<file path="src/cu_setup_pkg.sv">
// ------------------------------
// Types shared by the setup block. Program size is 29 bits wide in the
// descriptor and is zero-extended to SIZE_WIDTH on decode
// ------------------------------

package cu_setup_pkg;

    // ------------------------------
    // Widths and descriptor layout
    // ------------------------------
    parameter int BUFFER_9_WIDTH = 64;
    parameter int SIZE_WIDTH     = 32;
    parameter int DATA_WIDTH     = 32;

    // Bit positions inside buffer_9
    parameter int FLUSH_ENABLE_BIT = 2;
    parameter int PROG_SIZE_LSB    = 3;
    parameter int PROG_SIZE_MSB    = 31;
    parameter int FLUSH_SIZE_LSB   = 32;
    parameter int FLUSH_SIZE_MSB   = 63;

    // Memory command codes
    typedef enum logic [1:0] {
        CMD_MEM_NOP   = 2'd0,
        CMD_MEM_READ  = 2'd1,
        CMD_MEM_WRITE = 2'd2,
        CMD_MEM_SPARE = 2'd3
    } cmd_e;

    typedef struct packed {
        logic                      valid;
        logic [BUFFER_9_WIDTH-1:0] buffer_9;
    } descriptor_t;

    typedef struct packed {
        logic [SIZE_WIDTH-1:0] program_size;
        logic [SIZE_WIDTH-1:0] flush_size;
        logic                  flush_enable;
    } setup_params_t;

    // One-cycle start plus the phase it belongs to
    typedef struct packed {
        logic                  start;
        logic                  flush_mode;
        logic [SIZE_WIDTH-1:0] size;
    } phase_cmd_t;

    typedef struct packed {
        cmd_e                  cmd;
        logic [SIZE_WIDTH-1:0] address;
        logic [SIZE_WIDTH-1:0] index;
        logic                  flush_mode;
    } request_payload_t;

    typedef struct packed {
        logic             valid;
        request_payload_t payload;
    } request_t;

    typedef struct packed {
        logic                  valid;
        logic [DATA_WIDTH-1:0] data;
    } response_t;

    typedef enum logic [3:0] {
        RESET       = 4'd0,
        IDLE        = 4'd1,
        REQ_START   = 4'd2,
        REQ_BUSY    = 4'd3,
        REQ_PAUSE   = 4'd4,
        REQ_DONE    = 4'd5,
        FLUSH_START = 4'd6,
        FLUSH_BUSY  = 4'd7,
        FLUSH_PAUSE = 4'd8,
        FLUSH_DONE  = 4'd9
    } cu_setup_state_e;

endpackage
</file>
<file path="src/cu_setup.sv">
// ------------------------------
// PROG_THRESH must stay below FIFO_DEPTH. Reset is taken one cycle late
// ------------------------------
`timescale 1ns/10ps

module cu_setup #(
    parameter int          FIFO_DEPTH  = 32,
    parameter int          PROG_THRESH = 16,
    parameter int unsigned BEAT_BYTES  = 64
) (
    input  logic                      ap_clk,
    input  logic                      areset_cu_setup,
    input  cu_setup_pkg::descriptor_t descriptor_in,
    input  logic                      cu_flush,
    input  cu_setup_pkg::response_t   response_in,
    input  logic                      request_ready,
    output cu_setup_pkg::request_t    request_out,
    output logic                      done_out
);

    logic rst;

    cu_setup_pkg::setup_params_t params;
    logic                        params_valid;
    logic                        flush_req;
    logic                        response_strobe;
    cu_setup_pkg::phase_cmd_t    phase_cmd;
    cu_setup_pkg::request_t      wr_req;
    logic                        engine_busy;
    logic                        engine_done;
    logic                        prog_full;
    logic                        fifo_empty;

    // Local reset copy
    always_ff @(posedge ap_clk) begin
        rst <= areset_cu_setup;
    end

    // ------------------------------
    // Input side
    // ------------------------------
    cu_setup_input u_input (
        .ap_clk          (ap_clk),
        .rst             (rst),
        .descriptor_in   (descriptor_in),
        .cu_flush        (cu_flush),
        .response_in     (response_in),
        .params          (params),
        .params_valid    (params_valid),
        .flush_req       (flush_req),
        .response_strobe (response_strobe)
    );

    cu_setup_fsm u_fsm (
        .ap_clk          (ap_clk),
        .rst             (rst),
        .params          (params),
        .params_valid    (params_valid),
        .flush_req       (flush_req),
        .response_strobe (response_strobe),
        .engine_busy     (engine_busy),
        .engine_done     (engine_done),
        .prog_full       (prog_full),
        .fifo_empty      (fifo_empty),
        .phase_cmd       (phase_cmd),
        .done_out        (done_out)
    );

    // ------------------------------
    // Request path
    // ------------------------------
    cu_setup_read_engine #(
        .BEAT_BYTES (BEAT_BYTES)
    ) u_read_engine (
        .ap_clk      (ap_clk),
        .rst         (rst),
        .phase_cmd   (phase_cmd),
        .prog_full   (prog_full),
        .wr_req      (wr_req),
        .engine_busy (engine_busy),
        .engine_done (engine_done)
    );

    cu_setup_request_fifo #(
        .FIFO_DEPTH  (FIFO_DEPTH),
        .PROG_THRESH (PROG_THRESH)
    ) u_request_fifo (
        .ap_clk        (ap_clk),
        .rst           (rst),
        .wr_req        (wr_req),
        .request_ready (request_ready),
        .request_out   (request_out),
        .prog_full     (prog_full),
        .fifo_empty    (fifo_empty)
    );

endmodule

</file>
<file path="src/cu_setup_request_fifo.sv">
// ------------------------------
// Output data lags the pop by one cycle. The writer must hold off
// once prog_full is seen, there is no full handshake
// ------------------------------
`timescale 1ns/10ps

module cu_setup_request_fifo #(
    parameter int FIFO_DEPTH  = 32,
    parameter int PROG_THRESH = 16
) (
    input  logic                   ap_clk,
    input  logic                   rst,
    input  cu_setup_pkg::request_t wr_req,
    input  logic                   request_ready,
    output cu_setup_pkg::request_t request_out,
    output logic                   prog_full,
    output logic                   fifo_empty
);

    localparam int PTR_W = $clog2(FIFO_DEPTH);
    localparam int CNT_W = $clog2(FIFO_DEPTH + 1);

    cu_setup_pkg::request_payload_t mem [FIFO_DEPTH];

    logic [PTR_W-1:0] wr_ptr;
    logic [PTR_W-1:0] rd_ptr;
    logic [CNT_W-1:0] count;
    logic             full;
    logic             push;
    logic             pop;

    assign full       = (count == CNT_W'(FIFO_DEPTH));
    assign fifo_empty = (count == '0);
    assign prog_full  = (count >= CNT_W'(PROG_THRESH));
    assign push       = wr_req.valid;
    assign pop        = request_ready && !fifo_empty;

    // ------------------------------
    // Pointers and occupancy
    // ------------------------------
    always_ff @(posedge ap_clk) begin
        if (rst) begin
            wr_ptr <= '0;
            rd_ptr <= '0;
            count  <= '0;
        end else begin
            if (push) begin
                wr_ptr <= (wr_ptr == PTR_W'(FIFO_DEPTH - 1)) ? '0 : wr_ptr + 1'b1;
            end
            if (pop) begin
                rd_ptr <= (rd_ptr == PTR_W'(FIFO_DEPTH - 1)) ? '0 : rd_ptr + 1'b1;
            end
            count <= count + CNT_W'(push) - CNT_W'(pop);
        end
    end

    always_ff @(posedge ap_clk) begin
        if (push) begin
            mem[wr_ptr] <= wr_req.payload;
        end
    end

    // ------------------------------
    // Registered read port
    // ------------------------------
    always_ff @(posedge ap_clk) begin
        if (rst) begin
            request_out.valid <= 1'b0;
        end else begin
            request_out.valid <= pop;
        end
    end

    always_ff @(posedge ap_clk) begin
        request_out.payload <= mem[rd_ptr];
    end

    // Engine must stop on prog_full well before the FIFO fills
    a_no_write_full : assert property (
        @(posedge ap_clk) disable iff (rst)
        wr_req.valid |-> !full
    );

endmodule

</file>
<file path="src/cu_setup_read_engine.sv">
// ------------------------------
// One read per cycle at most, addresses are index times BEAT_BYTES
// and wrap at SIZE_WIDTH bits
// ------------------------------
`timescale 1ns/10ps

module cu_setup_read_engine #(
    parameter int unsigned BEAT_BYTES = 64
) (
    input  logic                     ap_clk,
    input  logic                     rst,
    input  cu_setup_pkg::phase_cmd_t phase_cmd,
    input  logic                     prog_full,
    output cu_setup_pkg::request_t   wr_req,
    output logic                     engine_busy,
    output logic                     engine_done
);

    logic [cu_setup_pkg::SIZE_WIDTH-1:0] index;
    logic [cu_setup_pkg::SIZE_WIDTH-1:0] remaining;
    logic                                flush_mode;

    // ------------------------------
    // Phase counters
    // ------------------------------
    always_ff @(posedge ap_clk) begin
        if (rst) begin
            index       <= '0;
            remaining   <= '0;
            flush_mode  <= 1'b0;
            engine_busy <= 1'b0;
            engine_done <= 1'b0;
        end else if (phase_cmd.start) begin
            index       <= '0;
            remaining   <= phase_cmd.size;
            flush_mode  <= phase_cmd.flush_mode;
            // Empty phase is finished on arrival
            engine_busy <= (phase_cmd.size != '0);
            engine_done <= (phase_cmd.size == '0);
        end else if (wr_req.valid) begin
            index     <= index + 1'b1;
            remaining <= remaining - 1'b1;
            if (remaining == 1) begin
                engine_busy <= 1'b0;
                engine_done <= 1'b1;
            end
        end
    end

    // ------------------------------
    // Request to the FIFO
    // ------------------------------
    always_comb begin
        wr_req.valid              = engine_busy && !prog_full;
        wr_req.payload.cmd        = cu_setup_pkg::CMD_MEM_READ;
        wr_req.payload.address    = index * BEAT_BYTES;
        wr_req.payload.index      = index;
        wr_req.payload.flush_mode = flush_mode;
    end

    // Busy flag and remaining count must agree
    a_no_idle_write : assert property (
        @(posedge ap_clk) disable iff (rst)
        wr_req.valid |-> remaining != '0
    );

endmodule

</file>
<file path="src/cu_setup_fsm.sv">
// ------------------------------
// Runs once per reset. Done is sticky and only reset clears it
// ------------------------------
`timescale 1ns/10ps

module cu_setup_fsm (
    input  logic                        ap_clk,
    input  logic                        rst,
    input  cu_setup_pkg::setup_params_t params,
    input  logic                        params_valid,
    input  logic                        flush_req,
    input  logic                        response_strobe,
    input  logic                        engine_busy,
    input  logic                        engine_done,
    input  logic                        prog_full,
    input  logic                        fifo_empty,
    output cu_setup_pkg::phase_cmd_t    phase_cmd,
    output logic                        done_out
);

    cu_setup_pkg::cu_setup_state_e state;
    cu_setup_pkg::cu_setup_state_e next_state;

    logic [cu_setup_pkg::SIZE_WIDTH-1:0] resp_count;
    logic                                phase_end;

    // All requests issued, all answered, nothing left queued
    assign phase_end = engine_done && (resp_count == '0) && fifo_empty;

    // ------------------------------
    // State machine
    // ------------------------------
    always_ff @(posedge ap_clk) begin
        if (rst) begin
            state <= cu_setup_pkg::RESET;
        end else begin
            state <= next_state;
        end
    end

    always_comb begin
        next_state = state;
        unique case (state)
            cu_setup_pkg::RESET: next_state = cu_setup_pkg::IDLE;
            cu_setup_pkg::IDLE: begin
                if (params_valid && !engine_busy) begin
                    next_state = cu_setup_pkg::REQ_START;
                end
            end
            cu_setup_pkg::REQ_START: next_state = cu_setup_pkg::REQ_BUSY;
            cu_setup_pkg::REQ_BUSY: begin
                if (phase_end) begin
                    next_state = cu_setup_pkg::REQ_DONE;
                end else if (prog_full) begin
                    next_state = cu_setup_pkg::REQ_PAUSE;
                end
            end
            cu_setup_pkg::REQ_PAUSE: begin
                if (!prog_full) begin
                    next_state = cu_setup_pkg::REQ_BUSY;
                end
            end
            cu_setup_pkg::REQ_DONE: begin
                // No flush phase requested, finish straight away
                if (!params.flush_enable) begin
                    next_state = cu_setup_pkg::FLUSH_DONE;
                end else if (flush_req) begin
                    next_state = cu_setup_pkg::FLUSH_START;
                end
            end
            cu_setup_pkg::FLUSH_START: next_state = cu_setup_pkg::FLUSH_BUSY;
            cu_setup_pkg::FLUSH_BUSY: begin
                if (phase_end) begin
                    next_state = cu_setup_pkg::FLUSH_DONE;
                end else if (prog_full) begin
                    next_state = cu_setup_pkg::FLUSH_PAUSE;
                end
            end
            cu_setup_pkg::FLUSH_PAUSE: begin
                if (!prog_full) begin
                    next_state = cu_setup_pkg::FLUSH_BUSY;
                end
            end
            cu_setup_pkg::FLUSH_DONE: next_state = cu_setup_pkg::FLUSH_DONE;
            default: next_state = cu_setup_pkg::RESET;
        endcase
    end

    // ------------------------------
    // Engine command
    // ------------------------------
    always_comb begin
        phase_cmd.start      = (state == cu_setup_pkg::REQ_START) ||
                               (state == cu_setup_pkg::FLUSH_START);
        phase_cmd.flush_mode = (state == cu_setup_pkg::FLUSH_START) ||
                               (state == cu_setup_pkg::FLUSH_BUSY)  ||
                               (state == cu_setup_pkg::FLUSH_PAUSE);
        phase_cmd.size       = phase_cmd.flush_mode ? params.flush_size
                                                    : params.program_size;
    end

    // Outstanding responses for the running phase
    always_ff @(posedge ap_clk) begin
        if (rst) begin
            resp_count <= '0;
        end else if (phase_cmd.start) begin
            resp_count <= phase_cmd.size;
        end else if (response_strobe) begin
            resp_count <= resp_count - 1'b1;
        end
    end

    always_ff @(posedge ap_clk) begin
        if (rst) begin
            done_out <= 1'b0;
        end else begin
            done_out <= (state == cu_setup_pkg::FLUSH_DONE);
        end
    end

    // A response without a matching request would wrap the counter
    a_count_no_underflow : assert property (
        @(posedge ap_clk) disable iff (rst)
        response_strobe && !phase_cmd.start |-> resp_count != '0
    );

endmodule

</file>
<file path="src/cu_setup_input.sv">
// ------------------------------
// Every input is delayed by one cycle. The descriptor word is held
// between valid beats, so params stay put once valid drops
// ------------------------------
`timescale 1ns/10ps

module cu_setup_input (
    input  logic                       ap_clk,
    input  logic                       rst,
    input  cu_setup_pkg::descriptor_t  descriptor_in,
    input  logic                       cu_flush,
    input  cu_setup_pkg::response_t    response_in,
    output cu_setup_pkg::setup_params_t params,
    output logic                       params_valid,
    output logic                       flush_req,
    output logic                       response_strobe
);

    logic [cu_setup_pkg::BUFFER_9_WIDTH-1:0] buffer_9_q;

    // ------------------------------
    // Control bits
    // ------------------------------
    always_ff @(posedge ap_clk) begin
        if (rst) begin
            params_valid    <= 1'b0;
            flush_req       <= 1'b0;
            response_strobe <= 1'b0;
        end else begin
            params_valid    <= descriptor_in.valid;
            flush_req       <= cu_flush;
            response_strobe <= response_in.valid;
        end
    end

    // Descriptor word, captured on valid only
    always_ff @(posedge ap_clk) begin
        if (descriptor_in.valid) begin
            buffer_9_q <= descriptor_in.buffer_9;
        end
    end

    // ------------------------------
    // Decode
    // ------------------------------
    always_comb begin
        params.flush_enable = buffer_9_q[cu_setup_pkg::FLUSH_ENABLE_BIT];
        params.program_size = cu_setup_pkg::SIZE_WIDTH'(
            buffer_9_q[cu_setup_pkg::PROG_SIZE_MSB:cu_setup_pkg::PROG_SIZE_LSB]);
        params.flush_size   =
            buffer_9_q[cu_setup_pkg::FLUSH_SIZE_MSB:cu_setup_pkg::FLUSH_SIZE_LSB];
    end

    // A held descriptor must not be rewritten mid-run
    a_params_stable : assert property (
        @(posedge ap_clk) disable iff (rst)
        params_valid && $past(params_valid) |-> $stable(params)
    );

endmodule

</file>
<file path="config.mk">
export PLATFORM = sky130hd
export DESIGN_NAME = cu_setup
export DESIGN_NICKNAME = d
export VERILOG_FILES = /design/src/cu_setup_pkg.sv /design/src/cu_setup.sv /design/src/cu_setup_request_fifo.sv /design/src/cu_setup_read_engine.sv /design/src/cu_setup_fsm.sv /design/src/cu_setup_input.sv
export SDC_FILE = /design/constraint.sdc
export NUM_CORES = 2
export LEC_CHECK = 0
export BUFFER_PORTS_ARGS = -buffer_cell sky130_fd_sc_hd__buf_4
export CAP_MARGIN = 0
export CORE_UTILIZATION = 30
export DETAILED_ROUTE_END_ITERATION = 12
export GPL_TIMING_DRIVEN = 1
export HOLD_SLACK_MARGIN = 0.1
export PLACE_DENSITY_LB_ADDON = 0.2
export SETUP_SLACK_MARGIN = 0.5
export SLEW_MARGIN = 20
export SYNTH_ARGS = -nofsm -noshare
export SYNTH_HDL_FRONTEND = slang
export SYNTH_HIERARCHICAL = 1
export SYNTH_SLANG_ARGS = --single-unit
</file>
<file path="constraint.sdc">
create_clock -name ap_clk -period 10.3 [get_ports ap_clk]
set_clock_uncertainty 0.15 [all_clocks]
set_input_delay 2.06 -clock ap_clk [delete_from_list [all_inputs] [get_ports ap_clk]]
set_output_delay 2.06 -clock ap_clk [all_outputs]
set_load 0.01 [all_outputs]
</file>
==> flow_metrics.py <==
metrics = {
    "routing": {
        "drt_wl_total_mm": 254.6,
        "firstDrtPassIters": 5,
        "ant_nets": 0,
        "drt-wirelength-per-cell_um": 27.36,
        "viasPerCell": 5.059,
        "drc_errors": 0,
        "first_iter_violations": 4307,
        "vias": 47080,
    },
    "hold_path": {
        "hold_path.class": "register to register",
        "min_to": "u_read_engine/flush_mode$_SDFFE_PP0P_",
        "min_path_cells": 2,
        "hp-start": "u_read_engine/flush_mode$_SDFFE_PP0P_",
    },
    "setup_path": {
        "reg2reg_depth": 10,
        "cp_max_fo": 28,
        "cp-end-kind": "register",
        "rrSetupSlack_ps": 5840,
        "r2r-start": "u_request_fifo/count[4]$_SDFF_PP0_",
        "required_ps": 10590,
        "worst_ep_arrival_time_ps": 4750,
        "reg2reg_to": "u_request_fifo/mem[18][8]$_DFFE_PP_",
        "worstSetupStartpointType": "register",
        "worstSetupPathType": "register to register",
    },
    "cells_and_area": {
        "syn2layout_area_growth_pct": 15.83,
        "final_core_util_pct": 35.06,
        "layout-drive-gt1-share_pct": 21.67,
        "final_nets": 5144,
        "nFillCells": 28520,
    },
    "yosys": {
        "ys_seq_elements": 2398,
        "synth-async-reset-ratio_pct": 0,
        "synth_warnings": 6,
        "netlist_instances": 4757,
        "synth_edf_count": 2206,
        "synth_flop_cell": "edfxtp_1",
        "syn_area_per_cell_sq_um": 19.33,
        "yosysSeqAreaShare_pct": 76.22,
        "yosysUniqueCellTypes": 82,
        "syn_area_sq_mm": 0.09195,
    },
    "power_and_ir_drop": {
        "p_comb_share_pct": 11.2,
        "seqPwrFrac_pct": 48.3,
        "ir_drop_uv": 135.2,
        "intPower_uw": 17230,
        "p_total_uw": 22920,
        "p_sw_uw": 5689,
        "pwr-share-clk_pct": 40.5,
        "swShare_pct": 24.82,
        "leakagePower_uw": 0.03534,
        "power_density_mw_per_mm2": 215.2,
    },
    "floorplan": {
        "initial_core_util_pct": 30.27,
        "io_pins": 171,
        "num_rows": 202,
        "core_sq_mm": 0.3038,
        "die-area_sq_mm": 0.3087,
        "fp.dieH_um": 555.6,
        "die_w_um": 555.6,
    },
    "global_routing": {
        "grt_first_pass_wirelength_mm": 359.6,
        "grt_max_degree": 103,
        "antenna_found_initial": 15,
        "track_usage_pct": 16.23,
        "grt_overflow": 0,
        "grt_pass1_vias": 47990,
    },
    "clock_network": {
        "cts_tree": "built",
        "cts_hold_buf": 0,
        "cts_buffers": 274,
        "cts.sinks": 2398,
        "clkTransAtPathRegs_ps": 60,
        "cts-resized-gates": 0,
        "clk_path_buf_depth": 4,
        "clk_latency_ps": 830,
        "cts_max_level": 5,
        "cts-root-buf": "clkbuf_16",
        "post-cts-setup-buffers": 0,
    },
    "timing": {
        "timing.fmax_mhz": 224.1,
        "setup_tns_ps": 0,
        "rsz0062_at_grt": "no",
        "timing.final.crit_share_pct": 43.32,
        "hold_viol_final": 0,
        "post-route-min-period_ps": 4462,
        "setup-violations-final": 0,
        "finalMaxSlewViolations": 0,
        "tightest_slew_ps": 1125,
        "whs_ps": 354.6,
        "relSlewSlack_pct": 25.01,
    },
    "run": {
        "maxCapViolCount": 0,
    },
    "placed_design": {
        "portBuffers": 136,
        "gp_congestion": 0.7365,
        "dp_hpwl_mm": 136.8,
    },
    "run_status": {
        "status": "completed",
    },
}
## layer usage
| layer | wire, um | GRT usage (%) |
|---|---|---|
| met5 | 45 | 0 |
| met4 | 6021 | 4.156 |
| met3 | 13430 | 2.660 |
| met2 | 121600 | 26.43 |
| met1 | 113500 | 22.50 |
## synth_stat cells, types with 21 or more instances
cell      count  area share, %
mux2_2       31           0.38
o22ai_1      56           0.38
nand2_1      62           0.25
dfxtp_1     192            4.2
nor4_1       29           0.20
mux4_2      336            8.2
o21ai_0      22           0.12
edfxtp_1   2206             72
xor2_1       29           0.28
buf_2        88           0.48
nor2_1      130           0.53
ha_1         21           0.29
nand3_1     133           0.72
buf_4        63           0.51
nand4_1      62           0.42
inv_1        29           0.12
a21oi_1      52           0.28
a211oi_1     37           0.30
mux2i_1     410            4.5
o31ai_1      29           0.24
or4_1        39           0.32
clkbuf_1    123           0.50
a22oi_1     269            2.2
nor3_1       35           0.19
## how the worst max path moves through the flow
| stage | slack (ps) | endpoint | from | cells past startpoint |
|---|---|---|---|---|
| global route | 5560 | u_request_fifo/mem[17][52]$_DFFE_PP_ | u_request_fifo/count[4]$_SDFF_PP0_ | 10 |
| CTS | 5700 | u_request_fifo/mem[17][40]$_DFFE_PP_ | u_request_fifo/count[4]$_SDFF_PP0_ | 10 |
| finish | 5840 | u_request_fifo/mem[18][8]$_DFFE_PP_ | u_request_fifo/count[4]$_SDFF_PP0_ | 10 |
| detailed placement | 5700 | u_request_fifo/mem[17][48]$_DFFE_PP_ | u_request_fifo/count[4]$_SDFF_PP0_ | 10 |
| floorplan | 1890 | u_request_fifo/mem[3][0]$_DFFE_PP_ | u_request_fifo/count[4]$_SDFF_PP0_ | 7 |
| global placement | 5700 | u_request_fifo/mem[17][48]$_DFFE_PP_ | u_request_fifo/count[4]$_SDFF_PP0_ | 10 |
## critical path: stages (launching register included)
cell and delay (ps):
dfxtp_1 290, inv_1 90, ha_1 150, inv_1 30, buf_4 170, nor2b_2 290
buf_4 330, nand2_1 450, nor2_4 710, buf_4 640, buf_4 700
## sequential cells by signal, indices dropped and copies added (netlist names), 4 cells and up
name                        cells
u_read_engine/remaining        32
u_request_fifo/mem           2144
u_request_fifo/wr_ptr           5
u_fsm/resp_count               32
u_request_fifo/request_out     68
u_input/buffer_9_q             62
u_fsm/state                     4
u_request_fifo/rd_ptr           5
u_request_fifo/count            6
u_read_engine/index            32
## layout make-up
cell class | count | area [sq um] | share of cell area, %
well taps | 4080 | 5105 | 4.793
multi-input cells | 2030 | 20490 | 19.24
repair buffers | 285 | 2202 | 2.068
clock inverters | 128 | 1096 | 1.029
inverters | 31 | 116.4 | 0.1093
flip-flops and latches | 2398 | 70150 | 65.87
diodes | 3 | 7.507 | 0.007049
clock buffers | 352 | 7335 | 6.887
## power groups by stage
stage | registers [uW] | clock network [uW] | logic [uW]
floorplan | 11200 | 0 | 1740
global placement | 11300 | 0 | 2610
detailed placement | 11300 | 0 | 2610
CTS | 11100 | 9550 | 2620
global route | 11100 | 9890 | 2800
finish | 11100 | 9290 | 2570
## metrics by stage
step,std cells,worst slack [ps],instance area (sq um)
6_report,9307,5838,106500
5_1_grt,9305,5556,106500
4_1_cts,9304,5697,106500
3_5_place_dp,8824,5698,98050
3_3_place_gp,8823,5696,98030
2_1_floorplan,4765,1892,91980
## placed cells by master (no fill, tap or decap), types with 10 or more instances in the layout
| cell type | n |
|---|---|
| nand4_1 | 62 |
| clkinv_2 | 40 |
| a311oi_1 | 18 |
| o22ai_1 | 55 |
| ha_1 | 21 |
| or3_1 | 16 |
| bufinv_16 | 14 |
| edfxtp_1 | 2206 |
| mux2i_1 | 410 |
| nand2b_1 | 15 |
| nor3_1 | 23 |
| dfxtp_1 | 158 |
| nand2_1 | 62 |
| mux2_2 | 31 |
| conb_1 | 11 |
| a21oi_1 | 52 |
| or4_1 | 39 |
| nand3_1 | 132 |
| clkbuf_16 | 278 |
| a22oi_1 | 269 |
| dfxtp_4 | 10 |
| clkinv_1 | 50 |
| clkbuf_8 | 10 |
| nor2b_1 | 13 |
| a211oi_1 | 37 |
| clkbuf_1 | 64 |
| dfxtp_2 | 24 |
| nor2_4 | 21 |
| buf_4 | 280 |
| inv_6 | 14 |
| xnor2_1 | 19 |
| inv_1 | 29 |
| nor2_1 | 109 |
| o21ai_0 | 22 |
| mux4_2 | 336 |
| nor3_2 | 13 |
| xor2_1 | 29 |
| o31ai_1 | 29 |
| nor4_1 | 28 |
## cell families (layout without fill, tap and decap cells)
family | Yosys count | count (layout) | synth area share (%)
AOI/OAI and AO/OA | 549 | 549 | 4.331
xor gates and xnor gates | 48 | 48 | 0.4572
adders and majority gates | 22 | 22 | 0.3075
buffers and inverters | 337 | 796 | 1.860
DFF | 2398 | 2398 | 76.22
muxes | 777 | 777 | 13.07
other | 3 | 14 | 0.01225
and+or+nand+nor | 623 | 623 | 3.734
No activity file was read; power rests on OpenSTA's default activity.
